==> config.mk <==
export PLATFORM = sky130hd
export DESIGN_NAME = ids_regs
export DESIGN_NICKNAME = d
export VERILOG_FILES = /design/src/design/ids_pkt_pkg.sv /design/src/design/ids_reg_pkg.sv /design/src/design/ids_regs.sv
export SDC_FILE = /design/constraint.sdc
export NUM_CORES = 1
export LEC_CHECK = 0
export BUFFER_PORTS_ARGS = -buffer_cell sky130_fd_sc_hd__buf_2
export CAP_MARGIN = 20
export CORE_UTILIZATION = 28
export DETAILED_ROUTE_END_ITERATION = 12
export PLACE_DENSITY = 0.85
export SYNTH_ARGS = -nofsm -noshare
export SYNTH_HDL_FRONTEND = slang
export SYNTH_SLANG_ARGS = --single-unit
==> constraint.sdc <==
create_clock -name clk -period 1.8 [get_ports clk]
set_clock_uncertainty 0.15 [all_clocks]
set_input_delay 0.18 -clock clk [delete_from_list [all_inputs] [get_ports clk]]
set_output_delay 0.18 -clock clk [all_outputs]
set_load 0.05 [all_outputs]
==> src/design/ids_pkt_pkg.sv <==
`default_nettype none

package ids_pkt_pkg;

   ////////////////////
   // packet word layout
   ////////////////////
   localparam int PKT_DATA_W = 64;
   localparam int PKT_CTRL_W = 8;

   // editable field sits in the top 16 data bits
   localparam int FIELD_LSB = 48;
   localparam int FIELD_W   = 16;

   ////////////////////
   // buffer geometry
   ////////////////////
   localparam int BUF_IDX_W    = 8;
   localparam int BUF_DEPTH    = 256;
   // keep two slots free before taking another word
   localparam int BUF_ROOM_MIN = 2;

   typedef logic [PKT_DATA_W-1:0] pkt_data_t;
   typedef logic [PKT_CTRL_W-1:0] pkt_ctrl_t;
   typedef logic [BUF_IDX_W-1:0]  buf_idx_t;
   typedef logic [BUF_IDX_W:0]    buf_cnt_t;
   typedef logic [FIELD_W-1:0]    field_t;

   // ctrl in the upper byte and data below
   typedef struct packed {
      pkt_ctrl_t ctrl;
      pkt_data_t data;
   } pkt_word_t;

   // hold sits at code 7 away from the framing codes
   typedef enum logic [2:0] {
      FRAME_IDLE    = 3'd0,
      FRAME_HEADER  = 3'd1,
      FRAME_PAYLOAD = 3'd2,
      FRAME_DRAIN   = 3'd3,
      FRAME_HOLD    = 3'd7
   } frame_state_t;

endpackage

`default_nettype wire
==> src/design/ids_reg_pkg.sv <==
`default_nettype none

package ids_reg_pkg;

   import ids_pkt_pkg::*;

   ////////////////////
   // apb bus widths
   ////////////////////
   localparam int APB_ADDR_W = 12;
   localparam int APB_DATA_W = 32;

   typedef logic [APB_ADDR_W-1:0] apb_addr_t;
   typedef logic [APB_DATA_W-1:0] apb_data_t;

   ////////////////////
   // register map
   ////////////////////
   // low bit 11 selects the buffer window, index in paddr[9:2]
   localparam int        REG_WINDOW_BIT   = 11;
   // state in [2:0], read pointer in [15:8]
   localparam apb_addr_t REG_STATUS_ADDR  = 12'h800;
   // bit 0 set ends the hold
   localparam apb_addr_t REG_RELEASE_ADDR = 12'h804;

   // one-shot field access toward the buffer
   typedef struct packed {
      logic     valid;
      logic     write;
      buf_idx_t index;
      field_t   wfield;
   } edit_req_t;

   // answer from the buffer, err when not holding
   typedef struct packed {
      logic   done;
      logic   err;
      field_t rfield;
   } edit_rsp_t;

endpackage

`default_nettype wire

==> src/design/ids_regs.sv <==
`default_nettype none

module ids_regs
   import ids_pkt_pkg::*, ids_reg_pkg::*;
(
   input  wire logic         clk,
   input  wire logic         reset,
   // apb slave
   input  wire logic         psel_i,
   input  wire logic         penable_i,
   input  wire logic         pwrite_i,
   input  wire apb_addr_t    paddr_i,
   input  wire apb_data_t    pwdata_i,
   output apb_data_t         prdata_o,
   output logic              pready_o,
   output logic              pslverr_o,
   // status sources
   input  wire frame_state_t state_i,
   input  wire buf_idx_t     rd_ptr_i,
   // buffer edit port
   output edit_req_t         edit_req_o,
   input  wire edit_rsp_t    edit_rsp_i,
   output logic              release_o
);

   logic      access;
   logic      win_sel;
   logic      stat_sel;
   logic      rel_sel;
   logic      pend_q;
   apb_data_t status_w;

   // access phase only
   assign access   = psel_i && penable_i;
   assign win_sel  = !paddr_i[REG_WINDOW_BIT];
   assign stat_sel = (paddr_i == REG_STATUS_ADDR);
   assign rel_sel  = (paddr_i == REG_RELEASE_ADDR);

   ////////////////////
   // edit request
   ////////////////////
   // one request per window access with pend_q masking the wait cycle
   always_comb begin
      edit_req_o.valid  = access && win_sel && !pend_q;
      edit_req_o.write  = pwrite_i;
      edit_req_o.index  = paddr_i[BUF_IDX_W+1:2];
      edit_req_o.wfield = pwdata_i[FIELD_W-1:0];
   end

   always_ff @(posedge clk) begin
      if (reset) begin
         pend_q <= 1'b0;
      end else if (edit_rsp_i.done) begin
         pend_q <= 1'b0;
      end else if (edit_req_o.valid) begin
         pend_q <= 1'b1;
      end
   end

   ////////////////////
   // transfer completion
   ////////////////////
   // window waits for the buffer while other addresses are zero wait
   assign pready_o  = access && (win_sel ? edit_rsp_i.done : 1'b1);
   assign pslverr_o = access && win_sel && edit_rsp_i.err;

   // release ignored by the FSM unless holding
   assign release_o = access && pwrite_i && rel_sel && pwdata_i[0];

   // state code low and read pointer in the second byte
   always_comb begin
      status_w        = '0;
      status_w[2:0]   = state_i;
      status_w[15:8]  = rd_ptr_i;
   end

   // read data mux
   always_comb begin
      prdata_o = '0;
      if (!pwrite_i) begin
         if (win_sel) begin
            // refused reads give zero
            if (edit_rsp_i.done && !edit_rsp_i.err) begin
               prdata_o[FIELD_W-1:0] = edit_rsp_i.rfield;
            end
         end else if (stat_sel) begin
            prdata_o = status_w;
         end
      end
   end

endmodule

`default_nettype wire

# After elaboration in Yosys (flattened, before gate mapping)
# Cells that the tools add are included.
# word_totals
ff_bits	1
word_cells	22
# op_classes
n_eq_ne	2
mux	6
n_reduce_logical	13
# ops
cell	n
16-bit two-way mux	4
32-bit two-way mux	1
12-bit equality test, second input constant	2
1-bit logical AND	9
1-bit zero test	3
2-bit OR reduction	1
1-bit two-way mux	1

# Depth between registers and ports, before layout
# Gate-level depths: netlist of the first run.
# depth
word_depth	5
mapped_depth	4
depth_no_buf	3

# Least setup slack after synthesis of the first run
# No wires, ideal clock.
# synth_timing
path_type	input port to output port
start	in paddr_i[6]
end	out prdata_o[14]
t_arrival_ns	1.734
required_time_ns	1.470
slack_ns	-0.264
cell_stages	3
n_path_buf	0
cell_sequence	nor4_4 -> nand3_1 -> o21ai_0
# synth_between
elab_chain_len	4
# synth_rtl
element	line	source
start: declaration	ids_regs.sv:12	input wire apb_addr_t paddr_i,
12-bit equality test	ids_regs.sv:36	assign stat_sel = (paddr_i == REG_STATUS_ADDR);
16-bit two-way mux	ids_regs.sv:86	end else if (stat_sel) begin
16-bit two-way mux	ids_regs.sv:81	if (win_sel) begin
32-bit two-way mux	ids_regs.sv:80	if (!pwrite_i) begin
end: declaration	ids_regs.sv:14	output apb_data_t prdata_o,
# Every way passes these cells.

# Final worst setup path of the first run
# layout_timing
start	in paddr_i[6]
end	out prdata_o[15]
# Same word-level chain as after synthesis.

==> results.json, run 1 <==
{
  "min_path_type": "primary input to register",
  "drt-initial-drc-count": 6,
  "clk_pin_slew_worst_paths_ns": 0,
  "rows": 18,
  "gp_congestion": 0.662,
  "drive_gt1_frac": 0.642,
  "ctsHoldBuffers": 0,
  "detail_route.wl_per_cell_um": 10.9,
  "final_cell_area_um2": 1040,
  "synthTopCellsByCount": "buf_4 (43), nor2b_1 (11), a21oi_1 (10), a22oi_1 (10)",
  "synthCells": 105,
  "largest_register_ffs": 1,
  "min_period_ns": 1.70,
  "grt_usage": 0.102,
  "fin_cells": 189,
  "insertedDiodeCount": 0,
  "required_ns": 1.47,
  "die_h_um": 54.0,
  "antenna_found_initial": 0,
  "slowest_delay_ns": 0.27,
  "regArea_um2": 20.0,
  "num_vias": 844,
  "portBuffers": 76,
  "max_freq_ghz": 0.590,
  "wirelength_um": 2060,
  "avgSynthCellArea_um2": 7.21,
  "status": "completed",
  "start_kind": "primary input",
  "grt_first_pass_wirelength_um": 2280,
  "worstPathCellList": "buf_2, nor4_4, buf_4, nand4b_4, a21oi_2, buf_2",
  "grt_pass1_vias": 555,
  "die_w_um": 54.0,
  "setup_viol": 0,
  "rsz0062_at_grt": "no",
  "cp_common_cell": "buf_2",
  "ys_seq_area_frac": 0.0264,
  "powerDensity_nw_per_um2": 334,
  "viasPerCell": 4.47,
  "synth_edf_count": 0,
  "ir_drop_v": 0.000198,
  "synthTopCellsByArea": "buf_4 (43%), a22oi_1 (9.9%), nor2b_1 (9.1%)",
  "fin_crit_sh": 0.942,
  "first_pass_iters": 4,
  "final_max_slew_viol_count": 0,
  "netlist_area_um2": 757,
  "overflow": 0,
  "place_area_um2": 997,
  "path_buf_inv": 3,
  "die-area_um2": 2920,
  "ys_types": 21,
  "top_register": "pend_q",
  "synth_flop_cell": "dfxtp_1",
  "io_pins": 139,
  "p_leak_nw": 0.597,
  "drc": 0,
  "n_fill_cell": 275,
  "async_flop_share": 0,
  "path_delay_family": "buffers and inverters",
  "antenna_left": 0,
  "coreArea_um2": 2520,
  "multi_input_area_um2": 533,
  "crit_slowest_cell": "buf_2",
  "synth_top_cell_area_share": 0.426,
  "synth_top_area_cell": "buf_4",
  "dp_hpwl_um": 1630,
  "arrival_ns": 1.37,
  "numPlacedInstances": 186,
  "final-hold-violation-count": 0,
  "grt_max_degree": 22,
  "initial_utilization": 0.300,
  "end_kind": "output port",
  "tns_ns": 0,
  "synth_most_common_cell": "buf_4",
  "syn_to_final_growth_pct": 36.9,
  "clk_latency_ns": 0,
  "maxCapViolCount": 0,
  "reg_top3": "pend_q x1",
  "cp_max_fo": 5,
  "ys_ff_latch": 1,
  "worst-setup-path-type": "primary input to output port",
  "layout.nets": 239,
  "yosysWarningCount": 0,
  "utilization": 0.411
}
## per-stage QoR
stage               power [mW]  worst slack (ns)  hold slack, ns
global route             0.367            0.0199           0.210
finish                   0.346             0.105           0.192
global placement         0.338            0.0333           0.194
CTS                      0.342            0.0283           0.192
detailed placement       0.341            0.0297           0.192
floorplan                0.378            -0.264           0.106
## layout by cell type (no fill, tap or decap), drive strengths merged
master / n
nor4: 2
nor2: 3
and2: 5
nor3: 5
nor2b: 11
buf: 83
nor3b: 1
dfxtp: 1
nand4b: 2
or2: 1
nor4b: 2
nand2: 3
a21oi: 10
a22oi: 10
o21ba: 1
o21ai: 1
conb: 16
nand3: 2
## routing by layer
metal / up-vias / share of wire / global-route usage
met5: - / 0 / 0
li1: 419 / - / -
met4: 0 / 0.0097 / 0.0128
met3: 4 / 0.091 / 0.00565
met1: 369 / 0.38 / 0.101
met2: 52 / 0.52 / 0.226
## final timing paths
kind	cells past startpoint	slack [ns]	to	startpoint
setup / recovery	6	0.10	prdata_o[15]	paddr_i[6]
hold / removal	2	0.19	pend_q$_SDFFE_PP0P_	reset
setup reg to reg	2	0.99	pend_q$_SDFFE_PP0P_	pend_q$_SDFFE_PP0P_
hold reg to reg	2	0.45	pend_q$_SDFFE_PP0P_	pend_q$_SDFFE_PP0P_
## timing repair
| action | in CTS | in global routing |
|---|---|---|
| setup endpoints to repair | 0 | 10 |
| resized for setup | 0 | 1 |
| setup buffers | 0 | 2 |
## where the power goes
group          leakage [nW]  switching, mW  internal [mW]  total [mW]
logic                 0.589          0.231         0.0916       0.322
clock network             0              0              0           0
registers           0.00811       0.000283         0.0232      0.0234
total                 0.597          0.231          0.115       0.346
## cell families (layout without fill, tap and decap cells)
| kind of cell | after synthesis | after routing | share of synthesized area |
|---|---|---|---|
| compound gates | 22 | 22 | 0.185 |
| other cells | 1 | 16 | 0.00495 |
| buf+inv | 45 | 83 | 0.438 |
| simple gates | 36 | 37 | 0.345 |
| flops | 1 | 1 | 0.0264 |
## final cells by class
cell class	instances	share of cell area
tap	30	0.0362
timing repair buffer	83	0.430
multi-input combinational	75	0.514
sequential	1	0.0193
Power figures use the tool's default switching activity.
==> inputs of run 2 (changes only) <==
--- a/config.mk
+++ b/config.mk
@@ -8,6 +8,7 @@
 export BUFFER_PORTS_ARGS = -buffer_cell sky130_fd_sc_hd__buf_2
 export CAP_MARGIN = 20
 export CORE_UTILIZATION = 28
+export CTS_BUF_LIST = sky130_fd_sc_hd__clkbuf_8 sky130_fd_sc_hd__clkbuf_16
 export DETAILED_ROUTE_END_ITERATION = 12
 export PLACE_DENSITY = 0.85
 export SYNTH_ARGS = -nofsm -noshare
==> constraint.sdc (replaced) <==
create_clock -name clk -period 1.8 [get_ports clk]
set_clock_uncertainty 0.15 [all_clocks]
set_input_delay 0.36 -clock clk [delete_from_list [all_inputs] [get_ports clk]]
set_output_delay 0.36 -clock clk [all_outputs]
set_load 0.05 [all_outputs]
==> run 2 against run 1 <==
The flow now finishes with violations (negative setup slack). Critical path depth is the same. Cell area rose by 32%. Utilization rose by 13 points. Sequential share of layout area decreased by 0.47 points. Combinational power rose by 16%. Sequential power about the same. Register-to-register slack got worse by 0.05 ns. Fmax fell by 12%. Power rose by 15%. Global-route usage is 3.1 points higher. Hold slack improved by 0.19 ns. Largest power group unchanged. Highest routed layer is now met3.
==> results.json, run 2 (synthesized netlist as in run 1, its figures left out) <==
{
  "grt_first_pass_wirelength_um": 2940,
  "largest_register_ffs": 1,
  "end_kind": "output port",
  "worst-setup-path-type": "primary input to output port",
  "viasPerCell": 4.39,
  "first_pass_iters": 4,
  "arrival_ns": 1.41,
  "max_freq_ghz": 0.520,
  "hold_slack_ns": 0.379,
  "ir_drop_v": 0.000231,
  "worstPathCellList": "buf_6, nor4_4, nand4b_4, buf_12, a21oi_4, buf_6",
  "finalWorstSetupSlack_ns": -0.123,
  "start_kind": "primary input",
  "cp_max_fo": 10,
  "top_register": "pend_q",
  "ctsHoldBuffers": 0,
  "die_h_um": 54.0,
  "post_cts_buffers": 0,
  "io_pins": 139,
  "drc": 0,
  "maxCapViolCount": 0,
  "gp_congestion": 0.681,
  "crit_path_end": "prdata_o[1]",
  "drive_gt1_frac": 0.712,
  "grt_max_degree": 11,
  "n_fill_cell": 225,
  "rows": 18,
  "num_vias": 847,
  "slowest_delay_ns": 0.33,
  "detail_route.wl_per_cell_um": 11.4,
  "insertedDiodeCount": 0,
  "grt_usage": 0.133,
  "cp_num_cells": 6,
  "layout.nets": 243,
  "syn_to_final_growth_pct": 80.5,
  "path_delay_family": "simple AND/OR/NAND/NOR gates",
  "die-area_um2": 2920,
  "final_common_cell": "buf_2",
  "setup.worst_path.start": "paddr_i[10]",
  "most-common-layout-cells": "buf_2 (56), conb_1 (16), buf_6 (13)",
  "fin_crit_sh": 1.07,
  "antenna_found_initial": 0,
  "wirelength_um": 2200,
  "fin_cells": 193,
  "status": "finished with violations",
  "powerDensity_nw_per_um2": 292,
  "tns_ns": -1.26,
  "ff2ff_setup_slack_ns": 0.94,
  "violations": "negative setup slack",
  "rsz0062_at_grt": "yes",
  "reg_top3": "pend_q x1",
  "numPlacedInstances": 193,
  "path_buf_inv": 3,
  "utilization": 0.542,
  "min_path_type": "primary input to register",
  "portBuffers": 76,
  "die_w_um": 54.0,
  "final_max_slew_viol_count": 0,
  "p_leak_nw": 0.656,
  "dp_hpwl_um": 1740,
  "clk_pin_slew_worst_paths_ns": 0,
  "timing.rr.end": "pend_q$_SDFFE_PP0P_",
  "min_period_ns": 1.92,
  "final-hold-violation-count": 0,
  "coreArea_um2": 2520,
  "setup_viol": 12,
  "r2r-start": "pend_q$_SDFFE_PP0P_",
  "cp_common_cell": "buf_6",
  "reg2reg_depth": 2,
  "grt_pass1_vias": 675,
  "overflow": 0,
  "antenna_left": 0,
  "crit_slowest_cell": "nor4_4",
  "initial_utilization": 0.300,
  "drt-initial-drc-count": 7,
  "required_ns": 1.29,
  "clk_latency_ns": 0
}
## run 2: cell count changes in the layout (fill, tap and decap cells not counted), moves of 3 or more
cell     previous run  this run
a21oi_4             0        10
and2_1              5         0
buf_6               0        13
and2_4              0         5
buf_4               6         9
buf_8               0         8
a21oi_2            10         0
buf_2              76        56
## run 2: stage by stage
step / instance area (um^2) / power (mW) / worst slack (ns)
6_report: 1370 / 0.398 / -0.123
5_1_grt: 1370 / 0.419 / -0.213
4_1_cts: 1330 / 0.392 / -0.135
3_5_place_dp: 1170 / 0.369 / -0.265
3_3_place_gp: 1170 / 0.366 / -0.257
2_1_floorplan: 966 / 0.397 / -0.192
## run 2: timing repair
action,in CTS,in global routing
setup endpoints to repair,17,17
resized for setup,48,8
pin swaps,6,2
## run 2: how the worst min path moves through the flow
stage                     start  slack [ns]                   to  depth (start not counted)
after detailed placement  reset        0.38  pend_q$_SDFFE_PP0P_                          2
after floorplan           reset        0.29  pend_q$_SDFFE_PP0P_                          1
final                     reset        0.38  pend_q$_SDFFE_PP0P_                          2
after global routing      reset        0.38  pend_q$_SDFFE_PP0P_                          2
after global placement    reset        0.38  pend_q$_SDFFE_PP0P_                          2
after CTS                 reset        0.38  pend_q$_SDFFE_PP0P_                          2
## run 2: cell type report
type,count,area [um^2],area share
flip-flops and latches,1,20.0,0.0147
multi-input cells,74,654,0.479
well taps,30,37.5,0.0275
repair buffers,88,654,0.479
## run 2: routing by layer
layer | up-vias | global-route usage | part of all wire
met5 | - | 0 | 0
met4 | 0 | 0 | 0
met3 | 0 | 0.00847 | 0.089
met2 | 53 | 0.294 | 0.60
met1 | 372 | 0.138 | 0.31
li1 | 422 | - | -
## run 2: report_power, final
group	switching [mW]	internal [mW]	leakage, nW
sequential	0.000447	0.0232	0.00811
clock	0	0	0
combinational	0.251	0.124	0.648
## run 2: worst register-to-register path: cells and delay by family, from the launching register on
kind               cells  cell delay (ns)
DFF                    1             0.34
AOI/OAI and AO/OA      1             0.17
and+or+nand+nor        1             0.12
==> inputs of run 3 (changes only) <==
==> constraint.sdc (replaced) <==
create_clock -name clk -period 2.3 [get_ports clk]
set_clock_uncertainty 0.15 [all_clocks]
set_input_delay 0.46 -clock clk [delete_from_list [all_inputs] [get_ports clk]]
set_output_delay 0.46 -clock clk [all_outputs]
set_load 0.05 [all_outputs]
==> run 3 against run 2 <==
The run now ends clean. Cell count fell by 2.6%. Cell area fell by 23%. Global-route usage decreased by 3.0 points. First-iteration DRC count down 14%. Via count down 4.7%. Largest power group unchanged.
==> results.json, run 3 (synthesized netlist as in run 1, its figures left out) <==
{
  "largest_register_ffs": 1,
  "detail_route.wl_per_cell_um": 9.90,
  "grt_pass1_vias": 571,
  "status": "completed",
  "antenna_left": 0,
  "tns_ns": 0,
  "rows": 18,
  "grt_usage": 0.103,
  "grt_max_degree": 17,
  "worst-setup-path-type": "primary input to output port",
  "ctsHoldBuffers": 0,
  "layout.nets": 238,
  "fin_cells": 188,
  "required_ns": 1.69,
  "cp_max_fo": 10,
  "crit_slowest_cell": "nor4_4",
  "fin_crit_sh": 0.955,
  "min_from": "pend_q$_SDFFE_PP0P_",
  "die_h_um": 54.0,
  "timing.rr.end": "pend_q$_SDFFE_PP0P_",
  "worstPathCellList": "buf_2, nor4_4, nand4b_4, buf_12, a21oi_2, clkbuf_4",
  "maxCapViolCount": 0,
  "start_kind": "primary input",
  "die_w_um": 54.0,
  "final_common_cell": "buf_2",
  "numPlacedInstances": 188,
  "ir_drop_v": 0.000153,
  "drt-initial-drc-count": 6,
  "min_period_ns": 2.20,
  "num_vias": 807,
  "antenna_found_initial": 0,
  "p_leak_nw": 0.567,
  "hold_depth": 2,
  "grt_first_pass_wirelength_um": 2320,
  "reg_top3": "pend_q x1",
  "most-common-layout-cells": "buf_2 (66), conb_1 (16), nor2b_1 (11)",
  "setup_viol": 0,
  "initial_utilization": 0.300,
  "place_area_um2": 1020,
  "final-hold-violation-count": 0,
  "coreArea_um2": 2520,
  "overflow": 0,
  "insertedDiodeCount": 0,
  "rsz0062_at_grt": "no",
  "min_path_type": "register to register",
  "total_power_uw": 272,
  "clk_pin_slew_worst_paths_ns": 0,
  "slowest_delay_ns": 0.33,
  "final_cell_area_um2": 1060,
  "top_register": "pend_q",
  "powerDensity_nw_per_um2": 257,
  "portBuffers": 76,
  "ff2ff_setup_slack_ns": 1.48,
  "syn_to_final_growth_pct": 39.8,
  "viasPerCell": 4.29,
  "max_freq_ghz": 0.455,
  "die-area_um2": 2920,
  "reg2reg_depth": 2,
  "holdPathEnd": "pend_q$_SDFFE_PP0P_",
  "wirelength_um": 1860,
  "gp_congestion": 0.665,
  "drc": 0,
  "n_fill_cell": 271,
  "first_pass_iters": 4,
  "final_max_slew_viol_count": 0,
  "dp_hpwl_um": 1620,
  "arrival_ns": 1.59,
  "io_pins": 139,
  "r2r-start": "pend_q$_SDFFE_PP0P_",
  "clk_latency_ns": 0,
  "end_kind": "output port",
  "drive_gt1_frac": 0.639
}
## run 3: changes by cell type in the layout (fill, tap and decap cells not counted), sizes merged
cell / delta
buf: -13
clkbuf: +8
## run 3: how the worst max path moves through the flow
| stage | depth (start not counted) | end | from | slack [ns] |
|---|---|---|---|---|
| floorplan | 3 | prdata_o[14] | paddr_i[6] | -0.32 |
| global placement | 6 | prdata_o[15] | paddr_i[6] | 0.06 |
| detailed placement | 6 | prdata_o[14] | pwrite_i | 0.05 |
| CTS | 7 | prdata_o[9] | paddr_i[5] | 0.05 |
| global route | 7 | prdata_o[1] | paddr_i[5] | 0.004 |
| finish | 6 | prdata_o[9] | paddr_i[6] | 0.10 |
## run 3: area by class of cell
| class | instances | area [um^2] | area share |
|---|---|---|---|
| flip-flops and latches | 1 | 20.0 | 0.0189 |
| repair buffers | 83 | 483 | 0.456 |
| multi-input cells | 74 | 518 | 0.489 |
| well taps | 30 | 37.5 | 0.0355 |
## run 3: power breakdown
part           leakage (nW)  switching, mW  internal, mW
registers           0.00811       0.000238        0.0181
logic                 0.559          0.179        0.0742
clock network             0              0             0
## run 3: metal layers
| layer | up-vias | wire, um | GRT usage |
|---|---|---|---|
| met5 | - | 0 | 0 |
| met1 | 341 | 632 | 0.0998 |
| met3 | 4 | 179 | 0.00565 |
| li1 | 410 | - | - |
| met2 | 52 | 1030 | 0.230 |
| met4 | 0 | 20 | 0.0128 |
## run 3: critical path: cells and delay by family
family / cells / cell delay (ns)
buf+inv: 3 / 0.53
compound gates: 1 / 0.13
simple gates: 2 / 0.47
## run 3: stage by stage
step | util | hold slack [ns] | setup slack (ns)
2_1_floorplan | - | 0.386 | -0.324
3_5_place_dp | 0.406 | 0.454 | 0.0516
5_1_grt | 0.420 | 0.479 | 0.00437
4_1_cts | 0.406 | 0.456 | 0.0454
3_3_place_gp | 0.406 | 0.456 | 0.0581
6_report | 0.420 | 0.455 | 0.103
## run 3: timing repair
item	CTS	global route
setup buffers	0	0
gates resized for setup	0	13
endpoints found under the hold margin	0	0
endpoints found under the setup margin	0	16
