--- src/design/ids_pkt_pkg.sv ---
`default_nettype none

package ids_pkt_pkg;

   ////////////////////
   // packet word layout
   ////////////////////
   localparam int PKT_DATA_W = 64;
   localparam int PKT_CTRL_W = 8;

   // editable field sits in the top 16 data bits
   localparam int FIELD_LSB = 48;
   localparam int FIELD_W   = 16;

   ////////////////////
   // buffer geometry
   ////////////////////
   localparam int BUF_IDX_W    = 8;
   localparam int BUF_DEPTH    = 256;
   // keep two slots free before taking another word
   localparam int BUF_ROOM_MIN = 2;

   typedef logic [PKT_DATA_W-1:0] pkt_data_t;
   typedef logic [PKT_CTRL_W-1:0] pkt_ctrl_t;
   typedef logic [BUF_IDX_W-1:0]  buf_idx_t;
   typedef logic [BUF_IDX_W:0]    buf_cnt_t;
   typedef logic [FIELD_W-1:0]    field_t;

   // ctrl in the upper byte and data below
   typedef struct packed {
      pkt_ctrl_t ctrl;
      pkt_data_t data;
   } pkt_word_t;

   // hold sits at code 7 away from the framing codes
   typedef enum logic [2:0] {
      FRAME_IDLE    = 3'd0,
      FRAME_HEADER  = 3'd1,
      FRAME_PAYLOAD = 3'd2,
      FRAME_DRAIN   = 3'd3,
      FRAME_HOLD    = 3'd7
   } frame_state_t;

endpackage

`default_nettype wire
--- src/design/ids_pkt_fsm.sv ---
`default_nettype none

module ids_pkt_fsm
   import ids_pkt_pkg::*;
(
   input  wire logic      clk,
   input  wire logic      reset,
   // upstream handshake
   input  wire logic      in_wr_i,
   input  wire pkt_ctrl_t in_ctrl_i,
   // buffer status
   input  wire logic      room_i,
   input  wire logic      drained_i,
   // software release
   input  wire logic      release_i,
   output logic           in_rdy_o,
   output logic           accept_o,
   output logic           last_o,
   output logic           hold_o,
   output logic           drain_o,
   output frame_state_t   state_o
);

   frame_state_t state_q;
   frame_state_t state_d;
   logic         ctrl_set;
   logic         taking;

   assign ctrl_set = (in_ctrl_i != '0);

   // input only while a packet is being framed
   assign taking = (state_q == FRAME_IDLE) || (state_q == FRAME_HEADER) ||
                   (state_q == FRAME_PAYLOAD);
   assign in_rdy_o = taking && room_i;

   // idle words without a header byte are not stored
   assign accept_o = in_wr_i && in_rdy_o && (ctrl_set || (state_q != FRAME_IDLE));
   assign last_o   = accept_o && ctrl_set && (state_q == FRAME_PAYLOAD);

   assign hold_o  = (state_q == FRAME_HOLD);
   assign drain_o = (state_q == FRAME_DRAIN);
   assign state_o = state_q;

   ////////////////////
   // next state
   ////////////////////
   always_comb begin
      state_d = state_q;
      case (state_q)
         FRAME_IDLE: begin
            // accept in idle implies a header byte
            if (accept_o) begin
               state_d = FRAME_HEADER;
            end
         end
         FRAME_HEADER: begin
            // first zero byte opens the body
            if (accept_o && !ctrl_set) begin
               state_d = FRAME_PAYLOAD;
            end
         end
         FRAME_PAYLOAD: begin
            if (last_o) begin
               state_d = FRAME_HOLD;
            end
         end
         FRAME_HOLD: begin
            if (release_i) begin
               state_d = FRAME_DRAIN;
            end
         end
         FRAME_DRAIN: begin
            // back to idle once read pointer meets head
            if (drained_i) begin
               state_d = FRAME_IDLE;
            end
         end
         default: begin
            state_d = FRAME_IDLE;
         end
      endcase
   end

   always_ff @(posedge clk) begin
      if (reset) begin
         state_q <= FRAME_IDLE;
      end else begin
         state_q <= state_d;
      end
   end

endmodule

`default_nettype wire

--- config.mk ---
export PLATFORM = sky130hd
export DESIGN_NAME = ids_pkt_fsm
export DESIGN_NICKNAME = d
export VERILOG_FILES = /design/src/design/ids_pkt_pkg.sv /design/src/design/ids_pkt_fsm.sv
export SDC_FILE = /design/constraint.sdc
export NUM_CORES = 1
export LEC_CHECK = 0
export BUFFER_PORTS_ARGS = -buffer_cell sky130_fd_sc_hd__buf_2
export CORE_AREA = 8 8 45 47
export CTS_BUF_LIST = sky130_fd_sc_hd__clkbuf_16
export CTS_CLUSTER_SIZE = 25
export DETAILED_ROUTE_END_ITERATION = 8
export DIE_AREA = 0 0 53 55
export PLACE_DENSITY = 0.51
export SYNTH_ARGS = -nofsm -noshare
export SYNTH_HDL_FRONTEND = slang
export SYNTH_SLANG_ARGS = --single-unit
--- constraint.sdc ---
create_clock -name clk -period 1.8 [get_ports clk]
set_clock_uncertainty 0.15 [all_clocks]
set_input_delay 0.36 -clock clk [delete_from_list [all_inputs] [get_ports clk]]
set_output_delay 0.36 -clock clk [all_outputs]
set_load 0.05 [all_outputs]
* After elaboration in Yosys (flattened, before gate mapping)
Cells that the tools add are included.
** Word-level totals
- Word-level logic and storage cells :: 30
- Bits in latches :: 0
- Memories :: 0
- Input port bits :: 14
- Output and inout bits :: 8
- RAM bits :: 0
- Register bits :: 3
- Bits in read-only memories :: 0
** Operators by class
- Multiplexer cells :: 6
- Reductions and logical operators :: 14
- Shifts and indexed selects :: 0
- Add/subtract/negate cells :: 0
- Equality and inequality tests :: 9
- Div/mod/pow operators :: 0
- Multipliers :: 0
- Bitwise gates (word level) :: 0
- Magnitude comparators :: 0
** Operators by type and width (number)
- $mux W3 :: 5
- $pmux W3 S5 :: 1
- $ne A2 B2 Y1 const B :: 4
- $reduce_bool A8 Y1 :: 1
- $eq A3 B2 Y1 const B :: 2
- $logic_and A1 B1 Y1 :: 6
- $reduce_and A5 Y1 :: 1
- $eq A3 B1 Y1 const B :: 1
- $eq A3 B3 Y1 const B :: 1
- $logic_not A3 Y1 :: 1
- $logic_or A1 B1 Y1 :: 3
- $reduce_bool A3 Y1 :: 1
- $ne A2 B1 Y1 const B :: 1
- $logic_not A1 Y1 :: 1

* Longest topological paths before layout
Gate-level depths: netlist of the first run.
- Depth after elaboration :: 10
- Gate-level depth with buffers :: 4
- Gate-level depth less buffers :: 3

* Least setup slack after synthesis of the first run
OpenSTA, ideal clock, no wires.
- Path kind :: reg2out
- Start point :: register state_q[0] (netlist: state_o[0])
- End point :: output port accept_o
- Data arrival time :: 1751 ps
- Cell stages (with the launch flop) :: 4
- Required time :: 1290 ps
- Path buffers :: 1
- Setup slack :: -461 ps
- Path through :: dfxtp_1 > buf_2 > o21ai_0 > a21boi_1
** Between the ends
- Cells in the longest elaborated chain, start to end :: 6
- Elaborated cells between the ends (all ways) :: 10
- Classes of those cells :: 2 x eq/ne; 8 x reduce/logical
** Ends and longest elaborated chain
- start: declaration :: line ids_pkt_fsm.sv:24 : frame_state_t state_q;
- start signal: assignment :: line ids_pkt_fsm.sv:88 : state_q <= state_d;
- $eq A3 B1 Y1 / $logic_not A3 Y1 (equally long branches) :: line ids_pkt_fsm.sv:32 : assign taking = (state_q == FRAME_IDLE) || (state_q == FRAME_HEADER) ||
- $logic_or A1 B1 Y1 (2 in a row) :: line ids_pkt_fsm.sv:32
- $logic_and A1 B1 Y1 :: line ids_pkt_fsm.sv:34 : assign in_rdy_o = taking && room_i;
- $logic_and A1 B1 Y1 :: line ids_pkt_fsm.sv:37 : assign accept_o = in_wr_i && in_rdy_o && (ctrl_set || (state_q != FRAME_IDLE));
- $logic_and A1 B1 Y1 * :: line ids_pkt_fsm.sv:37
- end: declaration :: line ids_pkt_fsm.sv:17 : output logic accept_o,
Every way passes the cells marked *; elsewhere a longest branch is shown, timed or not.

* Worst setup path in the final report of the first run
- Start point :: input port in_ctrl_i[5]
- End point :: output port accept_o
** Between the ends
- Cells in the longest elaborated chain, start to end :: 3
** Ends and longest elaborated chain
- start: declaration :: line ids_pkt_fsm.sv:10 : input wire pkt_ctrl_t in_ctrl_i,
- $reduce_bool A8 Y1 :: line ids_pkt_fsm.sv:29 : assign ctrl_set = (in_ctrl_i != '0);
- $logic_or A1 B1 Y1 :: line ids_pkt_fsm.sv:37
- $logic_and A1 B1 Y1 :: line ids_pkt_fsm.sv:37
No other way between the ends.

==> flow_summary.json, run 1 <==
{
  "die_w_um": 53,
  "p_comb_share_pct": 13.6,
  "crit_fanout": 3,
  "port_buffers": 21,
  "power_switching_uw": 91.3,
  "fin_util_pct": 41.4,
  "violations": "setup timing",
  "endpoint_kind": "output port",
  "r2r_setup_slack_ns": 0.36,
  "critical_path.top_delay_family": "simple AND/OR/NAND/NOR gates",
  "nets": 78,
  "cts_setup_buffers": 0,
  "grt_pass1_wl_um": 1510,
  "synth-seq-area-share_pct": 22.9,
  "die-area_mm2": 0.00292,
  "holdPathEnd": "state_o[2]",
  "setup_viol": 2,
  "drv_cap": 0,
  "worstSetupStartpointType": "input pin",
  "r2r_start": "state_o[2]",
  "rr_worst_depth": 4,
  "clockBufferDepth": 2,
  "ctsHoldBuffers": 0,
  "swShare_pct": 19.1,
  "routed_wirelength_um": 936,
  "cts_tree": "yes",
  "hold_viol": 0,
  "power_frac_seq_pct": 15.2,
  "cp.required_ns": 1.29,
  "firstDrtPassIters": 4,
  "p_int_uw": 386,
  "hold_path_class": "in2reg",
  "fin_crit_sh_pct": 110,
  "num_antenna_cells": 0,
  "slew-limit-headroom_pct": 74.6,
  "maxSlewViolCount": 0,
  "p_leak_nw": 0.261,
  "yosysWarnings": 0,
  "grt_overflow": 0,
  "antenna_found_initial": 0,
  "netlist.area_leader.share_pct": 22.9,
  "whs_path_depth": 2,
  "largest_reg_flops": 3,
  "ant_nets": 0,
  "die_y_um": 55,
  "cts.sinks": 3,
  "ir_worst_vdd_v": 0.000352,
  "clk_pin_slew_ns": 0.03,
  "routed_via_density": 4.51,
  "p_per_area_mw_per_mm2": 833,
  "ys_seq_elements": 3,
  "post_route_cells_drive_above_1_share_pct": 63.5,
  "yosys.area.top_type": "dfxtp_1",
  "core_area_mm2": 0.00138,
  "vias": 356,
  "wl_per_cell_um": 11.8,
  "rsz0062_at_grt": "true",
  "crit_arrival_ns": 1.47,
  "syn_area_per_cell_um2": 7.73,
  "netlist_instances": 34,
  "status": "complete, but fails checks",
  "hold_start": "release_i",
  "synth_nets": 48,
  "grt_max_degree": 11,
  "rows": 14,
  "path_class": "in2out",
  "cp_common_cell": "buf_6",
  "slowest_stage": "or4_4",
  "clock.fmax_ghz": 0.505,
  "grt_pass1_vias": 358,
  "yosysUniqueCellTypes": 22,
  "power_frac_clock_pct": 71.2,
  "initial_core_util_pct": 19.0,
  "clk_latency_ns": 0.22,
  "gp_congestion": 0.749,
  "critical-path-max-stage-delay_ns": 0.55,
  "drc": 0,
  "worst_pin_slew_ns": 0.380,
  "gr-usage-all-layers_pct": 7.10,
  "ios": 22,
  "cts_inserted_buffers": 3,
  "clock-root-buffer": "clkbuf_16",
  "period_needed_ns": 1.98,
  "synthTopCellsByArea": "dfxtp_1 23%, or4_4 8.6%, nor2_1 5.7%",
  "pre_cts_ws_ns": -0.253,
  "netlist_area_um2": 263,
  "critPathBufInv": 2,
  "cts.htree.levels": 1,
  "worstPathCellList": "buf_6, or4_4, o21ai_4, a21boi_4, buf_6",
  "finalWorstSetupSlack_ns": -0.182,
  "hpwlAfterDp_um": 781,
  "timing.rr.end": "state_o[0]",
  "drt_iter0_markers": 5,
  "area_growth_pct": 118
}
## cell type report
cell class	count	area, um^2
tap	16	20.0
multi-input combinational	28	231
clock buffer	3	75.1
fill	144	811
sequential	3	63.8
clock inverter	1	3.75
timing repair buffer	26	171
inverter	2	7.51
## metrics by stage
stage	power, mW	cells	hold WS (ns)	setup TNS (ns)	area, um^2
finish	0.477	79	0.166	-0.327	573
global route	0.498	79	0.179	-0.454	573
floorplan	0.108	34	0.267	-0.0123	308
global placement	0.134	75	0.393	-0.563	465
CTS	0.482	79	0.166	-0.350	563
detailed placement	0.134	75	0.393	-0.573	465
## kinds of logic after synthesis
group           Yosys count  share of synthesized area (%)
simple gates             18                           43.3
compound gates           10                           29.1
buf+inv                   3                           4.76
flops                     3                           22.9
## worst max path at each step
stage,from,to,cells after the start
3_5_place_dp,in_ctrl_i[1],accept_o,5
6_report,in_ctrl_i[5],accept_o,5
5_1_grt,in_ctrl_i[5],accept_o,5
2_1_floorplan,in_ctrl_i[1],accept_o,3
3_3_place_gp,in_ctrl_i[1],accept_o,5
4_1_cts,in_ctrl_i[6],accept_o,5
## power groups by stage
stage	clock, mW	combinational, mW	sequential (mW)
after floorplan	0	0.0319	0.0758
after global placement	0	0.0606	0.0736
after detailed placement	0	0.0607	0.0734
after CTS	0.346	0.0642	0.0726
after global routing	0.356	0.0695	0.0730
final	0.340	0.0651	0.0725
## Yosys cell counts
master and number:
and4b_1 1, and3b_1 1, a21oi_1 1, or4_4 2, a211o_1 1, nor2b_1 2
and3_1 1, nand3_1 2, inv_1 2, nand2b_1 1, dfxtp_1 3, nand2_1 3
o21ai_0 2, o22ai_1 1, a211oi_2 1, a2111oi_1 1, nand4bb_1 1, o21ai_2 1
a21boi_1 1, buf_2 1, nor2_1 4, a211oi_1 1
## cell usage in the layout, fill, tap and decap left out
cell type,instances
o21ai_0,2
clkbuf_16,3
a2111oi_1,1
or4_4,2
and3b_1,1
a21oi_1,1
nand3_1,2
and4b_1,1
a211o_1,1
buf_6,3
and3_1,1
o22ai_1,1
a211oi_2,1
buf_4,5
a21boi_4,1
buf_2,17
nand4bb_1,1
nor2_1,1
buf_8,1
o21ai_4,1
inv_1,3
nor2_4,3
a211oi_1,1
dfxtp_2,3
nand2_1,3
nand2b_1,1
nor2b_1,2
## routing by layer
metal	track usage [%]	vias to the layer above	share of wire, %
li1	-	185	-
met1	8.50	150	51
met2	9.38	19	36
met3	4.55	2	12
met4	3.88	0	1.6
met5	0	-	0
## what timing repair did
item                                    4_1_cts  5_1_grt
endpoints found under the setup margin        2        3
pin swaps                                     3        2
gates resized for setup                       5        2
No activity file was read; power rests on OpenSTA's default activity.
==> run 2, diff against run 1 <==
--- a/config.mk
+++ b/config.mk
@@ -6,12 +6,14 @@
 export NUM_CORES = 1
 export LEC_CHECK = 0
 export BUFFER_PORTS_ARGS = -buffer_cell sky130_fd_sc_hd__buf_2
-export CORE_AREA = 8 8 45 47
+export CELL_PAD_IN_SITES_DETAIL_PLACEMENT = 0
+export CELL_PAD_IN_SITES_GLOBAL_PLACEMENT = 2
+export CORE_MARGIN = 8
+export CORE_UTILIZATION = 16
 export CTS_BUF_LIST = sky130_fd_sc_hd__clkbuf_16
 export CTS_CLUSTER_SIZE = 25
 export DETAILED_ROUTE_END_ITERATION = 8
-export DIE_AREA = 0 0 53 55
-export PLACE_DENSITY = 0.51
+export PLACE_DENSITY = 0.75
 export SYNTH_ARGS = -nofsm -noshare
 export SYNTH_HDL_FRONTEND = slang
 export SYNTH_SLANG_ARGS = --single-unit
==> constraint.sdc (replaced) <==
create_clock -name clk -period 2.1 [get_ports clk]
set_clock_uncertainty 0.15 [all_clocks]
set_input_delay 0.42 -clock clk [delete_from_list [all_inputs] [get_ports clk]]
set_output_delay 0.42 -clock clk [all_outputs]
set_load 0.05 [all_outputs]
==> run 2 against run 1 <==
Against the previous run:
- the run now ends clean
- sequential power down 14%
- final cell count fell by 1.3%
- first-iteration DRC count grew 100%
- count of clock-buffer cells in the layout did not move
- combinational power is 18% lower
- sequential share of layout area up 0.19 points
- clock power fell by 12%
- final area fell by 7.4%
- worst setup slack better by 0.19 ns
- flip-flop and latch count unchanged
- register-to-register slack better by 0.32 ns
- die area rose by 9.6%
- largest cell class unchanged
- highest routed layer unchanged
==> flow_summary.json, run 2 (synthesis results as in run 1) <==
{
  "status": "completed",
  "clk_pin_slew_ns": 0.03,
  "core_area_mm2": 0.00152,
  "num_antenna_cells": 0,
  "power_frac_seq_pct": 14.9,
  "ios": 22,
  "crit_fanout": 3,
  "grt_pass1_vias": 408,
  "cp.required_ns": 1.53,
  "clock.fmax_ghz": 0.479,
  "cts_tree": "yes",
  "antenna_found_initial": 0,
  "hpwlAfterDp_um": 834,
  "cts_inserted_buffers": 3,
  "rsz0062_at_grt": "true",
  "r2r_start": "state_o[2]",
  "tns_ns": 0,
  "clk_latency_ns": 0.23,
  "swShare_pct": 20.8,
  "rr_worst_depth": 4,
  "clockBufferDepth": 2,
  "nets": 77,
  "p_leak_nw": 0.245,
  "clock-root-buffer": "clkbuf_16",
  "gp_congestion": 0.746,
  "power_switching_uw": 86.6,
  "ir_worst_vdd_v": 0.000272,
  "period_needed_ns": 2.09,
  "fin_crit_sh_pct": 99.5,
  "timing.rr.end": "state_o[0]",
  "rows": 14,
  "worstSetupStartpointType": "input pin",
  "endpoint_kind": "output port",
  "die_y_um": 56.5,
  "ant_nets": 0,
  "layout_common_cells": "17 x buf_2, 4 x buf_6, 4 x buf_4",
  "crit_arrival_ns": 1.52,
  "initial_core_util_pct": 17.2,
  "wl_per_cell_um": 14.2,
  "cts.htree.levels": 1,
  "layout_commonest_cell": "buf_2",
  "firstDrtPassIters": 4,
  "hold_viol": 0,
  "vias": 374,
  "power_frac_clock_pct": 72.2,
  "gr-usage-all-layers_pct": 6.90,
  "setup_viol": 0,
  "routed_via_density": 4.79,
  "ctsHoldBuffers": 0,
  "hold_start": "release_i",
  "r2r_setup_slack_ns": 0.68,
  "port_buffers": 21,
  "grt_max_degree": 11,
  "whs_path_depth": 2,
  "drv_cap": 0,
  "p_comb_share_pct": 12.9,
  "fin_cells": 78,
  "p_per_area_mw_per_mm2": 784,
  "grt_overflow": 0,
  "grt_pass1_wl_um": 1730,
  "path_class": "in2out",
  "placed_cells": 74,
  "cts_setup_buffers": 0,
  "n_fill_cell": 170,
  "holdWs_ns": 0.225,
  "holdPathEnd": "state_o[2]",
  "drc": 0,
  "slew-limit-headroom_pct": 77.6,
  "routed_wirelength_um": 1110,
  "post_route_cells_drive_above_1_share_pct": 54.8,
  "die-area_mm2": 0.00320,
  "hold_path_class": "in2reg",
  "area_growth_pct": 102,
  "worst_pin_slew_ns": 0.335,
  "drt_iter0_markers": 10,
  "cts.sinks": 3,
  "largest_reg_flops": 3,
  "maxSlewViolCount": 0,
  "p_int_uw": 329,
  "die_w_um": 56.5
}
[run 2: cell types whose count changed in the layout (fill, tap and decap cells not counted), sizes merged]
cell,delta
buf,-1
[run 2: worst max-delay path by stage]
| stage | startpoint | endpoint | slack (ns) |
|---|---|---|---|
| global placement | in_ctrl_i[5] | last_o | -0.03 |
| floorplan | state_o[0] | drain_o | -0.12 |
| CTS | in_ctrl_i[5] | accept_o | 0.0003 |
| global route | in_ctrl_i[1] | accept_o | -0.008 |
| detailed placement | in_ctrl_i[5] | accept_o | -0.03 |
| finish | in_ctrl_i[1] | accept_o | 0.01 |
[run 2: worst max-delay path, cell delays in order]
cell      delay (ns)
buf_6           0.09
or4_4           0.56
o21ai_4         0.21
a21boi_2        0.08
buf_6           0.16
[run 2: what timing repair did]
| item | CTS | global route |
|---|---|---|
| pin swaps | 0 | 2 |
| endpoints found under the hold margin | 0 | 0 |
| gates resized for setup | 3 | 4 |
| setup endpoints to repair | 2 | 2 |
| gates cloned | 0 | 0 |
[run 2: through the flow]
| stage | area [um^2] | util, % | power [mW] | setup slack (ns) |
|---|---|---|---|---|
| final | 531 | 34.8 | 0.416 | 0.0111 |
| after global routing | 531 | 34.8 | 0.430 | -0.00810 |
| after CTS | 510 | 33.5 | 0.412 | 0.000255 |
| after detailed placement | 419 | 27.5 | 0.110 | -0.0272 |
| after global placement | 419 | 27.5 | 0.110 | -0.0275 |
| after floorplan | 269 | - | 0.0890 | -0.123 |
[run 2: power by group through the flow]
| stage | Sequential [mW] | Combinational, mW | Clock, mW |
|---|---|---|---|
| after floorplan | 0.0647 | 0.0243 | 0 |
| after global placement | 0.0627 | 0.0477 | 0 |
| after detailed placement | 0.0626 | 0.0475 | 0 |
| after CTS | 0.0619 | 0.0498 | 0.301 |
| after global routing | 0.0621 | 0.0568 | 0.311 |
| final | 0.0620 | 0.0536 | 0.300 |
[run 2: layout make-up]
cell class              instances  area, um^2  share of cell area, %
clock buffers                   3        75.1                   14.2
clock inverters                 1        3.75                  0.708
inverters                       2        7.51                   1.42
multi-input cells              28         204                   38.4
flip-flops and latches          3        60.1                   11.3
well taps                      16        20.0                   3.77
repair buffers                 25         160                   30.2
[run 2: layer usage]
layer  share of wire (%)  track usage, %
met4                 4.3            7.22
met1                  40            6.49
met5                   0               0
met2                  54            12.2
met3                 1.6           0.674
==> run 3, diff against run 2 <==
--- a/config.mk
+++ b/config.mk
@@ -5,15 +5,16 @@
 export SDC_FILE = /design/constraint.sdc
 export NUM_CORES = 1
 export LEC_CHECK = 0
+export ABC_AREA = 1
 export BUFFER_PORTS_ARGS = -buffer_cell sky130_fd_sc_hd__buf_2
 export CELL_PAD_IN_SITES_DETAIL_PLACEMENT = 0
 export CELL_PAD_IN_SITES_GLOBAL_PLACEMENT = 2
 export CORE_MARGIN = 8
-export CORE_UTILIZATION = 16
+export CORE_UTILIZATION = 17
 export CTS_BUF_LIST = sky130_fd_sc_hd__clkbuf_16
 export CTS_CLUSTER_SIZE = 25
 export DETAILED_ROUTE_END_ITERATION = 8
-export PLACE_DENSITY = 0.75
+export PLACE_DENSITY = 0.77
 export SYNTH_ARGS = -nofsm -noshare
 export SYNTH_HDL_FRONTEND = slang
 export SYNTH_SLANG_ARGS = --single-unit
==> run 3 against run 2 <==
Against the previous run:
- routed wire length down 1.6%
- flip-flop and latch count unchanged
- synthesized cell count up 94%
- total power up 17%
- critical path depth up 3
- synthesized area up 35%
- register-to-register slack worse by 0.02 ns
- combinational power up 120%
==> flow_summary.json, run 3 <==
{
  "grt_overflow": 0,
  "cts.htree.levels": 1,
  "synthTopCellsByCount": "17 x inv_1, 11 x nand2_1, 10 x nor2_1",
  "critPathBufInv": 4,
  "routed_wirelength_um": 1090,
  "period_needed_ns": 1.96,
  "crit_arrival_ns": 1.39,
  "worst_pin_slew_ns": 0.253,
  "initial_core_util_pct": 18.0,
  "worstPathCellList": "nand2_2, nand4_2, inv_2, nand2_4, inv_1, nand3_1, inv_1, clkbuf_4",
  "setup_viol": 0,
  "drc": 0,
  "ir_worst_vdd_v": 0.000632,
  "total_power_uw": 486,
  "wl_per_cell_um": 9.03,
  "clock.fmax_ghz": 0.510,
  "synth_edf_count": 0,
  "fin_crit_sh_pct": 93.3,
  "crit_fanout": 4,
  "p_leak_nw": 0.380,
  "hold_start": "reset",
  "crit_path_start": "state_o[0]",
  "gp_congestion": 0.735,
  "status": "completed",
  "netlist_instances": 66,
  "die-area_mm2": 0.00380,
  "synth_flop_cell": "dfxtp_1",
  "critical_path.top_delay_family": "buffers and inverters",
  "slew-limit-headroom_pct": 83.2,
  "grt_pass1_wl_um": 1720,
  "grt_pass1_vias": 426,
  "cts.sinks": 3,
  "die_y_um": 61.6,
  "yosysWarnings": 0,
  "ant_nets": 0,
  "p_per_area_mw_per_mm2": 805,
  "netlist_area_um2": 354,
  "port_buffers": 21,
  "ctsHoldBuffers": 0,
  "ys_seq_elements": 3,
  "yosysUniqueCellTypes": 16,
  "num_antenna_cells": 0,
  "core_area_mm2": 0.00196,
  "clk_latency_ns": 0.22,
  "firstDrtPassIters": 3,
  "syn_area_per_cell_um2": 5.36,
  "largest_reg_flops": 3,
  "path_class": "reg2out",
  "die_w_um": 61.6,
  "cts_inserted_buffers": 3,
  "drv_cap": 0,
  "hold_path_class": "in2reg",
  "cp_common_cell": "inv_1",
  "hold_viol": 0,
  "maxSlewViolCount": 0,
  "yosysMostFrequentCell": "inv_1",
  "tns_ns": 0,
  "yosys.area.top_type": "inv_1",
  "slowest_stage": "dfxtp_1",
  "clk_pin_slew_ns": 0.03,
  "layout_commonest_cell": "buf_2",
  "synth-seq-area-share_pct": 17.0,
  "routed_via_density": 3.81,
  "critical-path-max-stage-delay_ns": 0.34,
  "cp.required_ns": 1.53,
  "netlist.area_leader.share_pct": 18.0,
  "post_route_cells_drive_above_1_share_pct": 46.8,
  "endpoint_kind": "output port",
  "cts_tree": "yes",
  "worstSetupStartpointType": "register",
  "drt_iter0_markers": 9,
  "hpwlAfterDp_um": 926,
  "area_growth_pct": 70.7,
  "r2r_start": "state_o[1]",
  "nets": 109,
  "gr-usage-all-layers_pct": 6.01,
  "synth_nets": 80,
  "clockBufferDepth": 2,
  "synthTopCellsByArea": "inv_1 18%, dfxtp_1 17%, nand2_1 12%",
  "clock-root-buffer": "clkbuf_16",
  "ios": 22,
  "grt_max_degree": 8,
  "async_reset_ff_share_pct": 0,
  "vias": 461,
  "layout_common_cells": "20 x buf_2, 18 x inv_1, 11 x nand2_1, 9 x nor2_1, 5 x nand3_1",
  "antenna_found_initial": 0,
  "rsz0062_at_grt": "false",
  "rows": 16
}
## run 3: changes by cell type after synthesis, moves of 2 or more
cell | before | now
nor2_2 | 0 | 3
nand2_1 | 3 | 11
nor2b_1 | 2 | 0
nand2_2 | 0 | 3
inv_2 | 0 | 4
inv_1 | 2 | 17
nand3_1 | 2 | 5
or4_4 | 2 | 0
nor2_1 | 4 | 10
## run 3: cell type report
class / count / area, um^2
Clock buffer: 3 / 75.1
Clock inverter: 1 / 3.75
Fill cell: 239 / 1360
Inverter: 21 / 78.8
Multi-Input combinational cell: 42 / 221
Sequential cell: 3 / 61.3
Tap cell: 27 / 33.8
Timing Repair Buffer: 24 / 130
## run 3: routing by layer
layer | part of all wire, % | GRT usage (%)
met5 | 0 | 0
met4 | 2.4 | 2.92
met3 | 9.3 | 1.25
met2 | 49 | 11.1
met1 | 40 | 6.21
## run 3: logic make-up (layout without fill, tap and decap cells)
kind of cell | count (synthesis) | in the layout | synth area share [%]
DFF | 3 | 3 | 17.0
buffers and inverters | 21 | 49 | 22.3
and+or+nand+nor | 37 | 37 | 52.7
AOI/OAI and AO/OA | 5 | 5 | 8.13
## run 3: metrics by stage
stage	worst slack (ns)	cells	util (%)	hold slack, ns	area [um^2]
after floorplan	0.0360	66	-	0.339	360
after global placement	0.272	114	25.4	0.439	499
after detailed placement	0.259	114	25.4	0.434	499
after CTS	0.0510	118	29.5	0.247	578
after global routing	0.0164	121	30.8	0.261	604
final	0.141	121	30.8	0.240	604
## run 3: final timing paths
check	endpoint	slack [ns]	cells past startpoint
max	last_o	0.14	8
min	state_o[2]	0.24	2
max reg2reg	state_o[1]	0.66	9
min reg2reg	state_o[2]	0.43	2
## run 3: worst reg2reg max path, delay by kind of cell (launching register included)
kind / cells / cell delay (ns)
buf+inv: 2 / 0.19
compound gates: 1 / 0.10
simple gates: 6 / 0.53
flops: 1 / 0.41
## run 3: power breakdown
group	total [mW]	internal (mW)	leakage (nW)	switching [mW]
Combinational	0.120	0.0398	0.312	0.0804
Sequential	0.0704	0.0625	0.0251	0.00788
Clock	0.296	0.245	0.0423	0.0504
## run 3: what timing repair did
item                       4_1_cts  5_1_grt
hold endpoints to repair         0        0
buffers inserted                 0        3
resized for setup                0        2
setup endpoints to repair        0        1
